## src/rv_isa_pkg.sv

```systemverilog
package rv_isa_pkg;

  // architectural widths for RV32
  typedef logic [31:0] xlen_t;
  typedef logic [31:0] insn_t;
  typedef logic [4:0] reg_idx_t;

  // instruction field widths
  typedef logic [6:0] opcode_t;
  typedef logic [2:0] funct3_t;
  typedef logic [6:0] funct7_t;

  // major opcodes that the core understands
  localparam opcode_t opcode_lui = 7'b01_101_11;
  localparam opcode_t opcode_reg_imm = 7'b00_100_11;
  localparam opcode_t opcode_reg_reg = 7'b01_100_11;

  // add and addi share funct3, add also needs funct7 zero
  localparam funct3_t funct3_add = 3'b000;
  localparam funct7_t funct7_add = 7'b000_0000;

  // register file depth, x0 included
  localparam int num_regs = 32;

  // sequential fetch increment in bytes
  localparam xlen_t pc_step = 32'd4;

endpackage

```

## src/rv_pipe_pkg.sv

```systemverilog
package rv_pipe_pkg;

  // status of whatever sits in writeback this cycle
  // int based so it stays 32 bits wide on the trace port
  typedef enum int {
    // should never show up once reset has drained
    cycle_invalid = 0,
    // bubble left over from reset
    cycle_reset = 1,
    // a real instruction retiring
    cycle_no_stall = 2
  } cycle_status_e;

  // first fetch address out of reset
  localparam rv_isa_pkg::xlen_t reset_pc = 32'd0;

endpackage

```

## src/rv_fetch_decode.sv

```systemverilog
`timescale 1ns/1ns

module rv_fetch_decode (
  input  logic                       clk,
  input  logic                       rst,
  output rv_isa_pkg::xlen_t          pc_to_imem,
  input  rv_isa_pkg::insn_t          insn_from_imem,
  output rv_isa_pkg::xlen_t          d_pc,
  output rv_isa_pkg::insn_t          d_insn,
  output rv_pipe_pkg::cycle_status_e d_status,
  output rv_isa_pkg::reg_idx_t       rs1,
  output rv_isa_pkg::reg_idx_t       rs2
);

  // fetch pc, no branches so it only ever steps forward
  rv_isa_pkg::xlen_t pc;

  always_ff @(posedge clk) begin
    if (rst) begin
      pc <= rv_pipe_pkg::reset_pc;
    end else begin
      pc <= pc + rv_isa_pkg::pc_step;
    end
  end

  // imem answers within the same cycle
  assign pc_to_imem = pc;

  // decode stage register
  // during reset it holds a bubble tagged as a reset cycle
  always_ff @(posedge clk) begin
    if (rst) begin
      d_pc     <= '0;
      d_insn   <= '0;
      d_status <= rv_pipe_pkg::cycle_reset;
    end else begin
      d_pc     <= pc;
      d_insn   <= insn_from_imem;
      d_status <= rv_pipe_pkg::cycle_no_stall;
    end
  end

  // source register fields for the register file read
  // rs1 sits in bits 19:15, rs2 in bits 24:20 for both R and I formats
  assign rs1 = d_insn[19:15];
  assign rs2 = d_insn[24:20];

endmodule

```

## src/rv_regfile.sv

```systemverilog
`timescale 1ns/1ns

module rv_regfile (
  input  logic                 clk,
  input  logic                 rst,
  input  rv_isa_pkg::reg_idx_t rs1,
  input  rv_isa_pkg::reg_idx_t rs2,
  output rv_isa_pkg::xlen_t    rs1_data,
  output rv_isa_pkg::xlen_t    rs2_data,
  input  logic                 w_we,
  input  rv_isa_pkg::reg_idx_t w_rd,
  input  rv_isa_pkg::xlen_t    w_data
);

  // x0 has no storage, only x1 and up are real registers
  rv_isa_pkg::xlen_t regs [1:rv_isa_pkg::num_regs-1];

  always_ff @(posedge clk) begin
    if (rst) begin
      for (int i = 1; i < rv_isa_pkg::num_regs; i++) begin
        regs[i] <= '0;
      end
    end else if (w_we && (w_rd != '0)) begin
      regs[w_rd] <= w_data;
    end
  end

  // one read port: x0 reads zero, a same-cycle write is passed through
  function automatic rv_isa_pkg::xlen_t read_port(input rv_isa_pkg::reg_idx_t idx);
    rv_isa_pkg::xlen_t val;
    if (idx == '0) begin
      val = '0;
    end else if (w_we && (w_rd == idx)) begin
      val = w_data;
    end else begin
      val = regs[idx];
    end
    return val;
  endfunction

  always_comb begin
    rs1_data = read_port(rs1);
    rs2_data = read_port(rs2);
  end

endmodule

```

## src/rv_execute.sv

```systemverilog
`timescale 1ns/1ns

module rv_execute (
  input  logic                       clk,
  input  logic                       rst,
  input  rv_isa_pkg::xlen_t          d_pc,
  input  rv_isa_pkg::insn_t          d_insn,
  input  rv_pipe_pkg::cycle_status_e d_status,
  input  rv_isa_pkg::xlen_t          rs1_data,
  input  rv_isa_pkg::xlen_t          rs2_data,
  input  logic                       fwd_m_we,
  input  rv_isa_pkg::reg_idx_t       fwd_m_rd,
  input  rv_isa_pkg::xlen_t          fwd_m_data,
  input  logic                       fwd_w_we,
  input  rv_isa_pkg::reg_idx_t       fwd_w_rd,
  input  rv_isa_pkg::xlen_t          fwd_w_data,
  output rv_isa_pkg::xlen_t          m_pc,
  output rv_isa_pkg::insn_t          m_insn,
  output rv_pipe_pkg::cycle_status_e m_status,
  output logic                       m_we,
  output rv_isa_pkg::reg_idx_t       m_rd,
  output rv_isa_pkg::xlen_t          m_data
);

  // execute stage register
  rv_isa_pkg::xlen_t          x_pc;
  rv_isa_pkg::insn_t          x_insn;
  rv_pipe_pkg::cycle_status_e x_status;
  rv_isa_pkg::xlen_t          x_rs1_data;
  rv_isa_pkg::xlen_t          x_rs2_data;

  // fields of the instruction in execute
  rv_isa_pkg::opcode_t  opcode;
  rv_isa_pkg::reg_idx_t rd;
  rv_isa_pkg::funct3_t  funct3;
  rv_isa_pkg::reg_idx_t x_rs1;
  rv_isa_pkg::reg_idx_t x_rs2;
  rv_isa_pkg::funct7_t  funct7;

  // operands after the bypass, alu inputs and result
  rv_isa_pkg::xlen_t op_a;
  rv_isa_pkg::xlen_t op_b;
  rv_isa_pkg::xlen_t imm_i;
  rv_isa_pkg::xlen_t imm_u;
  rv_isa_pkg::xlen_t alu_b;
  rv_isa_pkg::xlen_t sum;
  rv_isa_pkg::xlen_t result;
  logic              illegal;

  // control part, a zero insn out of reset decodes as illegal and writes nothing
  always_ff @(posedge clk) begin
    if (rst) begin
      x_pc     <= '0;
      x_insn   <= '0;
      x_status <= rv_pipe_pkg::cycle_reset;
    end else begin
      x_pc     <= d_pc;
      x_insn   <= d_insn;
      x_status <= d_status;
    end
  end

  always_ff @(posedge clk) begin
    x_rs1_data <= rs1_data;
    x_rs2_data <= rs2_data;
  end

  assign {funct7, x_rs2, x_rs1, funct3, rd, opcode} = x_insn;

  // bypass select, memory stage is younger so it wins over writeback
  function automatic rv_isa_pkg::xlen_t bypass(input rv_isa_pkg::reg_idx_t idx,
                                               input rv_isa_pkg::xlen_t rf_val);
    rv_isa_pkg::xlen_t val;
    if (fwd_m_we && (fwd_m_rd == idx) && (idx != '0)) begin
      val = fwd_m_data;
    end else if (fwd_w_we && (fwd_w_rd == idx) && (idx != '0)) begin
      val = fwd_w_data;
    end else begin
      val = rf_val;
    end
    return val;
  endfunction

  always_comb begin
    op_a = bypass(x_rs1, x_rs1_data);
    op_b = bypass(x_rs2, x_rs2_data);
  end

  // I-type immediate sign extended, U-type immediate in the upper bits
  assign imm_i = {{20{x_insn[31]}}, x_insn[31:20]};
  assign imm_u = {x_insn[31:12], 12'b0};

  // one adder shared by addi and add
  assign alu_b = (opcode == rv_isa_pkg::opcode_reg_imm) ? imm_i : op_b;
  assign sum   = op_a + alu_b;

  always_comb begin
    result  = '0;
    illegal = 1'b1;
    case (opcode)
      rv_isa_pkg::opcode_lui: begin
        result  = imm_u;
        illegal = 1'b0;
      end
      rv_isa_pkg::opcode_reg_imm: begin
        // addi only
        if (funct3 == rv_isa_pkg::funct3_add) begin
          result  = sum;
          illegal = 1'b0;
        end
      end
      rv_isa_pkg::opcode_reg_reg: begin
        // add only, sub and the rest fall through as illegal
        if ((funct3 == rv_isa_pkg::funct3_add) && (funct7 == rv_isa_pkg::funct7_add)) begin
          result  = sum;
          illegal = 1'b0;
        end
      end
      default: begin
        illegal = 1'b1;
      end
    endcase
  end

  // next memory stage contents
  assign m_pc     = x_pc;
  assign m_insn   = x_insn;
  assign m_status = x_status;
  assign m_rd     = rd;
  assign m_we     = !illegal && (rd != '0);
  assign m_data   = result;

endmodule

```

## src/rv_retire.sv

```systemverilog
`timescale 1ns/1ns

module rv_retire (
  input  logic                       clk,
  input  logic                       rst,
  input  rv_isa_pkg::xlen_t          m_pc,
  input  rv_isa_pkg::insn_t          m_insn,
  input  rv_pipe_pkg::cycle_status_e m_status,
  input  logic                       m_we,
  input  rv_isa_pkg::reg_idx_t       m_rd,
  input  rv_isa_pkg::xlen_t          m_data,
  output logic                       fwd_m_we,
  output rv_isa_pkg::reg_idx_t       fwd_m_rd,
  output rv_isa_pkg::xlen_t          fwd_m_data,
  output logic                       w_we,
  output rv_isa_pkg::reg_idx_t       w_rd,
  output rv_isa_pkg::xlen_t          w_data,
  output rv_isa_pkg::xlen_t          trace_pc,
  output rv_isa_pkg::insn_t          trace_insn,
  output rv_pipe_pkg::cycle_status_e trace_status
);

  // memory stage word that is not needed for the bypass
  rv_isa_pkg::xlen_t          mem_pc;
  rv_isa_pkg::insn_t          mem_insn;
  rv_pipe_pkg::cycle_status_e mem_status;

  // memory stage register
  // no data memory, so this stage only delays the result by a cycle
  always_ff @(posedge clk) begin
    if (rst) begin
      mem_pc     <= '0;
      mem_insn   <= '0;
      mem_status <= rv_pipe_pkg::cycle_reset;
      fwd_m_we   <= 1'b0;
      fwd_m_rd   <= '0;
      fwd_m_data <= '0;
    end else begin
      mem_pc     <= m_pc;
      mem_insn   <= m_insn;
      mem_status <= m_status;
      fwd_m_we   <= m_we;
      fwd_m_rd   <= m_rd;
      fwd_m_data <= m_data;
    end
  end

  // writeback stage register
  // drives the register file write port, the writeback bypass and the trace
  always_ff @(posedge clk) begin
    if (rst) begin
      trace_pc     <= '0;
      trace_insn   <= '0;
      trace_status <= rv_pipe_pkg::cycle_reset;
      w_we         <= 1'b0;
      w_rd         <= '0;
      w_data       <= '0;
    end else begin
      trace_pc     <= mem_pc;
      trace_insn   <= mem_insn;
      trace_status <= mem_status;
      w_we         <= fwd_m_we;
      w_rd         <= fwd_m_rd;
      w_data       <= fwd_m_data;
    end
  end

endmodule

```

## src/rv_core.sv

```systemverilog
`timescale 1ns/1ns

module rv_core (
  input  logic                       clk,
  input  logic                       rst,
  output rv_isa_pkg::xlen_t          pc_to_imem,
  input  rv_isa_pkg::insn_t          insn_from_imem,
  output rv_isa_pkg::xlen_t          trace_pc,
  output rv_isa_pkg::insn_t          trace_insn,
  output rv_pipe_pkg::cycle_status_e trace_status,
  output logic                       trace_we,
  output rv_isa_pkg::reg_idx_t       trace_rd,
  output rv_isa_pkg::xlen_t          trace_data
);

  // decode to execute
  rv_isa_pkg::xlen_t          d_pc;
  rv_isa_pkg::insn_t          d_insn;
  rv_pipe_pkg::cycle_status_e d_status;

  // register file read
  rv_isa_pkg::reg_idx_t rs1;
  rv_isa_pkg::reg_idx_t rs2;
  rv_isa_pkg::xlen_t    rs1_data;
  rv_isa_pkg::xlen_t    rs2_data;

  // execute to memory
  rv_isa_pkg::xlen_t          m_pc;
  rv_isa_pkg::insn_t          m_insn;
  rv_pipe_pkg::cycle_status_e m_status;
  logic                       m_we;
  rv_isa_pkg::reg_idx_t       m_rd;
  rv_isa_pkg::xlen_t          m_data;

  // memory stage bypass back into execute
  logic                 fwd_m_we;
  rv_isa_pkg::reg_idx_t fwd_m_rd;
  rv_isa_pkg::xlen_t    fwd_m_data;

  // writeback, shared by the regfile write, the bypass and the trace
  logic                 w_we;
  rv_isa_pkg::reg_idx_t w_rd;
  rv_isa_pkg::xlen_t    w_data;

  rv_fetch_decode u_fetch_decode (
    .clk            (clk),
    .rst            (rst),
    .pc_to_imem     (pc_to_imem),
    .insn_from_imem (insn_from_imem),
    .d_pc           (d_pc),
    .d_insn         (d_insn),
    .d_status       (d_status),
    .rs1            (rs1),
    .rs2            (rs2)
  );

  rv_regfile u_regfile (
    .clk      (clk),
    .rst      (rst),
    .rs1      (rs1),
    .rs2      (rs2),
    .rs1_data (rs1_data),
    .rs2_data (rs2_data),
    .w_we     (w_we),
    .w_rd     (w_rd),
    .w_data   (w_data)
  );

  rv_execute u_execute (
    .clk        (clk),
    .rst        (rst),
    .d_pc       (d_pc),
    .d_insn     (d_insn),
    .d_status   (d_status),
    .rs1_data   (rs1_data),
    .rs2_data   (rs2_data),
    .fwd_m_we   (fwd_m_we),
    .fwd_m_rd   (fwd_m_rd),
    .fwd_m_data (fwd_m_data),
    .fwd_w_we   (w_we),
    .fwd_w_rd   (w_rd),
    .fwd_w_data (w_data),
    .m_pc       (m_pc),
    .m_insn     (m_insn),
    .m_status   (m_status),
    .m_we       (m_we),
    .m_rd       (m_rd),
    .m_data     (m_data)
  );

  rv_retire u_retire (
    .clk          (clk),
    .rst          (rst),
    .m_pc         (m_pc),
    .m_insn       (m_insn),
    .m_status     (m_status),
    .m_we         (m_we),
    .m_rd         (m_rd),
    .m_data       (m_data),
    .fwd_m_we     (fwd_m_we),
    .fwd_m_rd     (fwd_m_rd),
    .fwd_m_data   (fwd_m_data),
    .w_we         (w_we),
    .w_rd         (w_rd),
    .w_data       (w_data),
    .trace_pc     (trace_pc),
    .trace_insn   (trace_insn),
    .trace_status (trace_status)
  );

  // the write port is what retires this cycle
  assign trace_we   = w_we;
  assign trace_rd   = w_rd;
  assign trace_data = w_data;

endmodule

```

## config.mk

```make
export PLATFORM = sky130hd
export DESIGN_NAME = rv_core
export DESIGN_NICKNAME = d
export VERILOG_FILES = /design/src/rv_isa_pkg.sv /design/src/rv_pipe_pkg.sv /design/src/rv_fetch_decode.sv /design/src/rv_regfile.sv /design/src/rv_execute.sv /design/src/rv_retire.sv /design/src/rv_core.sv
export SDC_FILE = /design/constraint.sdc
export NUM_CORES = 2
export LEC_CHECK = 0
export BUFFER_PORTS_ARGS = -buffer_cell sky130_fd_sc_hd__buf_2
export CORE_ASPECT_RATIO = 1.5
export CORE_MARGIN = 2
export CORE_UTILIZATION = 57
export DETAILED_ROUTE_END_ITERATION = 12
export GPL_TIMING_DRIVEN = 0
export PLACE_DENSITY_LB_ADDON = 0.3
export SETUP_SLACK_MARGIN = 0.2
export SLEW_MARGIN = 20
export SYNTH_ARGS = -nofsm -noshare
export SYNTH_HDL_FRONTEND = slang
export SYNTH_HIERARCHICAL = 1
export SYNTH_SLANG_ARGS = --single-unit
export TNS_END_PERCENT = 5
```

## constraint.sdc

```tcl
create_clock -name clk -period 4.07 [get_ports clk]
set_clock_uncertainty 0.1 [all_clocks]
set_input_delay 0.407 -clock clk [delete_from_list [all_inputs] [get_ports clk]]
set_output_delay 0.407 -clock clk [all_outputs]
set_load 0.02 [all_outputs]
```

* Word level (Yosys, flattened, before mapping)
Memory sizes are Yosys's and may differ from the RTL's. A register that Yosys moved wholly into a read port is not among the register bits. Cells that the tools add are included.
Cells by class: multiplexer cells 24, equal/unequal tests 9, reductions and logical operators 23, add/subtract/negate cells 2
Operator list (number):
- 32-bit two-way mux | 10
- 32-bit case mux with 3 select lines | 1
- 32-bit by 3-bit adder with 32-bit output (second input constant) | 1
- 32-bit adder | 1
- 32-bit OR reduction | 1
- 5-bit equality test | 6
- 5-bit nonzero test | 4
- 5-bit two-way mux | 3
- 7-bit by 6-bit equality test with 1-bit output (second input constant) | 2
- 1-bit logical AND | 13
- 5-bit zero test | 2
- 1-bit two-way mux | 8
- 7-bit by 5-bit equality test with 1-bit output (second input constant) | 1
- 7-bit zero test | 1
- 3-bit zero test | 1
- 1-bit case mux with 3 select lines | 1
- 2-bit two-way mux | 1
- 1-bit zero test | 1
Word-level totals: bits in writable memories 992, bits in registers 436, output and inout port bits 166, word-level logic and storage cells 80, memories kept 1
Memories:
- u_regfile.regs | depth 31, bits a word 32, read ports 2, clocked after Yosys merged registers in 2, wr ports 31, RTL line rv_regfile.sv:16 | rv_isa_pkg::xlen_t regs [1:rv_isa_pkg::num_regs-1];

* Depth between registers and ports, before layout
depth after elaboration 9, mapped depth 21, depth with buffers taken out 20

* By module
The synthesis kept the hierarchy.
By module, submodules not included:
- rv_regfile | area each 55055.3 um2, instances 1, cells an instance 3801
- rv_execute | area each 7499.7 um2, instances 1, cells an instance 845
- rv_retire | area each 7210.7 um2, instances 1, cells an instance 566
- rv_fetch_decode | area each 3394.5 um2, instances 1, cells an instance 337

* Worst setup path after synthesis
Ideal clock, no wire load.
path type register to register, from reg u_retire.w_rd[0], to reg u_retire.fwd_m_data[25], arrival 4.344 ns, stages on the path, launching flop included 16, path slack -0.492 ns, path through dfxtp_1 xor2_1 nor4_1 clkbuf_1 mux2i_1 o21ai_0 ha_1 a2111o_1 o2111a_1 a221oi_2 o2111ai_1 a211o_1 a31oi_1 xor2_1 o21ai_1 nor2b_1
On the way: word-level cells in the longest chain between the ends 9
RTL lines:
- start, declared | RTL line rv_retire.sv:16 | output rv_isa_pkg::reg_idx_t w_rd,
- start signal, assigned | RTL line rv_retire.sv:63 | w_rd <= fwd_m_rd;
- 5-bit equality test | RTL line rv_execute.sv:76 | end else if (fwd_w_we && (fwd_w_rd == idx) && (idx != '0)) begin
- 1-bit logical AND (2 in a row) | RTL line rv_execute.sv:76
- 32-bit two-way mux | RTL line rv_execute.sv:76
- 32-bit two-way mux | RTL line rv_execute.sv:74 | if (fwd_m_we && (fwd_m_rd == idx) && (idx != '0)) begin
- 32-bit two-way mux | RTL line rv_execute.sv:94 | assign alu_b = (opcode == rv_isa_pkg::opcode_reg_imm) ? imm_i : op_b;
- 32-bit adder * | RTL line rv_execute.sv:95 | assign sum = op_a + alu_b;
- 32-bit two-way mux, on equally long branches | RTL line rv_execute.sv:114, rv_execute.sv:107
- 32-bit case mux with 3 select lines * | RTL line rv_execute.sv:100 | case (opcode)
- via m_data[25] | RTL line rv_core.sv:33 | rv_isa_pkg::xlen_t m_data;
- end signal, assigned | RTL line rv_retire.sv:44 | fwd_m_data <= m_data;
- end, declared | RTL line rv_retire.sv:14 | output rv_isa_pkg::xlen_t fwd_m_data,
Mark *: on every way through the listed nets, which the timed path passes. The rest lies on a longest branch. A chain may end at the register's enable or synchronous reset.

* Final worst setup path
from reg u_execute.x_insn[24] (netlist: u_execute/m_insn[24]), to reg u_retire.fwd_m_data[30]
On the way: word-level cells in the longest chain between the ends 9
RTL lines:
- start, declared | RTL line rv_execute.sv:27 | rv_isa_pkg::insn_t x_insn;
- start signal, assigned | RTL line rv_execute.sv:58 | x_insn <= d_insn;
- 5-bit equality test | RTL line rv_execute.sv:76
- 1-bit logical AND (2 in a row) | RTL line rv_execute.sv:76
- 32-bit two-way mux | RTL line rv_execute.sv:76
- 32-bit two-way mux | RTL line rv_execute.sv:74
- 32-bit two-way mux * | RTL line rv_execute.sv:94
- 32-bit adder * | RTL line rv_execute.sv:95
- 32-bit two-way mux, on equally long branches | RTL line rv_execute.sv:114, rv_execute.sv:107
- 32-bit case mux with 3 select lines * | RTL line rv_execute.sv:100
- via m_data[30] | RTL line rv_core.sv:33
Marked as above.

==> flow_metrics.tcl <==
set metrics [dict create \
    ys_ff_latch 1546 \
    place_ws_ns -2.52 \
    synthFlopType "edfxtp_1" \
    placed_cell_area_sq_um 76800 \
    p_leak_nw 30.2 \
    die_w_microns 297 \
    syn_to_final_growth_pct 13.0 \
    fillCellCount 9532 \
    critPathSlowestCell "ha_2" \
    crit_type "flip-flop to flip-flop" \
    largest_reg_flops 1024 \
    seq_power_share_pct 50.0 \
    fp.dieArea_sq_um 131000 \
    power_density_nw_per_um2 424 \
    yosysWarnings 6 \
    dp_hpwl_microns 214000 \
    hold_viol 0 \
    ys_seq_area_share_pct 56.3 \
    period_needed_ns 4.86 \
    synth_top_area_share_pct 42.0 \
    syn_inst 5549 \
    intPower_w 0.0261 \
    crit_buf_inv 2 \
    setup_violations 21 \
    grt_pass1_wl_microns 402000 \
    final_area_sq_um 82700 \
    cts_max_level 4 \
    syn-cell-area_sq_um 73200 \
    drc 0 \
    synthArstFlopShare_pct 0 \
    switching_share_pct 25.5 \
    p_comb_share_pct 11.6 \
    worstPathCellList "nor4_2 > or3_4 > a211oi_4 > buf_12 > buf_12 > mux2i_1 > nor2_1 > a21oi_1 > o21ai_0 > ha_2 > nand4_1 > nor2_1 > nand4_1 > a41oi_2 > a31oi_2 > o21a_2 > nor4bb_2 > a31oi_1 > o21ai_1 > nor2b_1" \
    multi_input_area_sq_um 29900 \
    tightest_slew_ns 1.34 \
    vias 53700 \
    clkTransAtPathRegs_ns 0.07 \
    cts_buffer_depth 3 \
    violations "negative setup slack" \
    drtPass1Iterations 10 \
    maxSlewViolCount 0 \
    grt_max_degree 33 \
    synth-edff-count 1024 \
    layout-drive-gt1-share_pct 19.6 \
    finalCritPeriodShare_pct 119 \
    die_h_microns 443 \
    ioPinCount 200 \
    fin_nets 6114 \
    antenna_left 0 \
    cts_root_buf "clkbuf_16" \
    gr-total-overflow 0 \
    status "finished with violations" \
    slowest_delay_ns 0.45 \
    hold_class "input port to flip-flop" \
    drt_iter0_drc 7284 \
    cts.sink_count 1546 \
    setup_slack_ns -0.790 \
    required_ns 4.73 \
    regArea_sq_um 41200 \
    avgSynthCellArea_sq_um 13.2 \
    max_freq_mhz 206 \
    hold_ws_ns 0.249 \
    start_util_pct 57.2 \
    final.setup.tns_ns -8.22 \
    irDropWorstVdd_v 0.000485 \
    cts_buffers 147 \
    track_usage_pct 45.5 \
    rsz0062_at_grt "yes" \
    power_frac_clock_pct 38.4 \
    drv_cap 0 \
    post-route-util_pct 64.6 \
    cts_tree "built" \
    viasPerCell 6.81 \
    clock_latency_ns 0.83 \
    wire_per_inst_microns 37.9 \
    crit_fanout 6 \
    rows 161 \
    path_delay_family "simple AND/OR/NAND/NOR gates" \
    gp_congestion 1.06 \
    cp-start-kind "flip-flop" \
    finalWirelength_microns 299000 \
    netlist.top_cell.by_area "edfxtp_1" \
    antenna_found_initial 22 \
    relSlewSlack_pct 10.5 \
    port_buffers 197 \
    largest-register "u_regfile/regs" \
    ys_top_cells_by_area "edfxtp_1 (42%), dfxtp_1 (14%), mux4_2 (12%), and2_1 (8.5%), mux2i_1 (5.4%)" \
    arrival_ns 5.52 \
    synth_cell_types 79 \
    grt_pass1_vias 52100 \
    cp-end-kind "flip-flop" \
    core_sq_um 128000 \
    p_switching_w 0.00894 \
]
worst reg2reg max path, stage by stage, from the launching register on:
cell      delay (ns)
dfxtp_4         0.41
nor4_2          0.06
or3_4           0.34
a211oi_4        0.24
buf_12          0.19
buf_12          0.13
mux2i_1         0.17
nor2_1          0.05
a21oi_1         0.11
o21ai_0         0.10
ha_2            0.45
nand4_1         0.22
nor2_1          0.23
nand4_1         0.43
a41oi_2         0.45
a31oi_2         0.14
o21a_2          0.27
nor4bb_2        0.27
a31oi_1         0.08
o21ai_1         0.17
nor2b_1         0.16
timing repair:
action	in CTS	in global routing
cloned	1	0
setup buffers	41	6
pin swaps	33	24
hold buffers	33	0
setup endpoints to repair	30	33
endpoints found under the hold margin	33	0
gates resized for setup	107	33
cell usage after synthesis, types with 9 or more instances:
cell type and number:
edfxtp_1 1024, and2_1 997, dfxtp_1 522, nor2b_1 430
mux2i_1 395, mux4_2 375, clkbuf_1 329, nand2_1 151
a21oi_1 133, nor2_1 120, o21ai_0 113, a22oi_1 108
buf_2 86, buf_4 81, o21ai_1 58, a211oi_1 39
o221ai_1 38, xnor2_1 38, o22ai_1 37, or2_2 35
a32o_1 32, ha_1 32, a221oi_1 30, buf_6 30
nand3_1 29, buf_1 22, xor2_1 21, a31oi_1 17
or3_1 16, nand4_1 15, nor3_1 15, o221a_1 15
or4_1 15, a221o_1 12, inv_1 12, o31ai_1 12
nand2b_1 10, a32oi_1 9
path summary, 6_finish.rpt:
check | start | to | slack (ns) | depth (start not counted)
hold / removal | insn_from_imem[13] | u_fetch_decode/d_insn[13] | 0.25 | 3
setup reg to reg | u_execute/m_insn[24] | u_retire/fwd_m_data[30] | -0.79 | 20
hold reg to reg | u_execute/m_status[0] | u_retire/mem_status[0] | 0.31 | 1
setup / recovery | u_execute/m_insn[24] | u_retire/fwd_m_data[30] | -0.79 | 20
cells by family after synthesis:
| kind of cell | share of synthesized area, % |
|---|---|
| AND/OR/NAND/NOR | 15.1 |
| flip-flops | 56.3 |
| multiplexers | 17.1 |
| AO/OA/AOI/OAI | 6.45 |
| buffers and inverters | 3.75 |
| XOR/XNOR | 0.706 |
| adder cells (fa/ha/maj) | 0.575 |
| other | 0.0103 |
power groups by stage:
stage / Sequential, W / Clock, W / Combinational [W]
after floorplan: 0.0177 / 0 / 0.00220
after global routing: 0.0175 / 0.0141 / 0.00410
after CTS: 0.0175 / 0.0135 / 0.00379
after global placement: 0.0178 / 0 / 0.00358
final: 0.0175 / 0.0135 / 0.00407
after detailed placement: 0.0178 / 0 / 0.00361
layout make-up:
type / instances / area share [%]
clock buffer: 204 / 4.95
antenna: 12 / 0.0363
tap: 1711 / 2.59
buffer: 548 / 3.52
clock inverter: 59 / 0.611
inverter: 14 / 0.0636
multi-input combinational: 3505 / 36.1
sequential: 1546 / 49.9
timing repair buffer: 285 / 2.23
metal layers:
metal  GRT usage (%)  up-vias  share of wire [%]
met5               0        -              0.029
met4            42.1       14                 12
met3            15.4     1497                 13
met2            69.8     4719                 45
met1            49.2    26200                 30
li1                -    21300                  -
cells in the final DEF, fill, tap and decap left out, types with 66 or more instances in the layout:
cell | synthesis | layout
buf_2 | 86 | 289
a22oi_1 | 108 | 108
nor2b_1 | 430 | 420
nand2_1 | 151 | 150
clkbuf_1 | 329 | 322
clkbuf_16 | 0 | 154
mux2i_1 | 395 | 395
buf_4 | 81 | 124
edfxtp_1 | 1024 | 1024
o21ai_1 | 58 | 68
dfxtp_1 | 522 | 508
and2_1 | 997 | 997
nor2_1 | 120 | 116
conb_1 | 2 | 66
mux4_2 | 375 | 375
a21oi_1 | 133 | 129
o21ai_0 | 113 | 97
metrics by stage:
stage	std cells	total power, W
6_report	7884	0.0350
5_1_grt	7873	0.0357
4_1_cts	7865	0.0348
3_5_place_dp	7527	0.0214
3_3_place_gp	7521	0.0214
2_1_floorplan	5613	0.0199
Note: power is estimated with default switching activity, not from simulation.
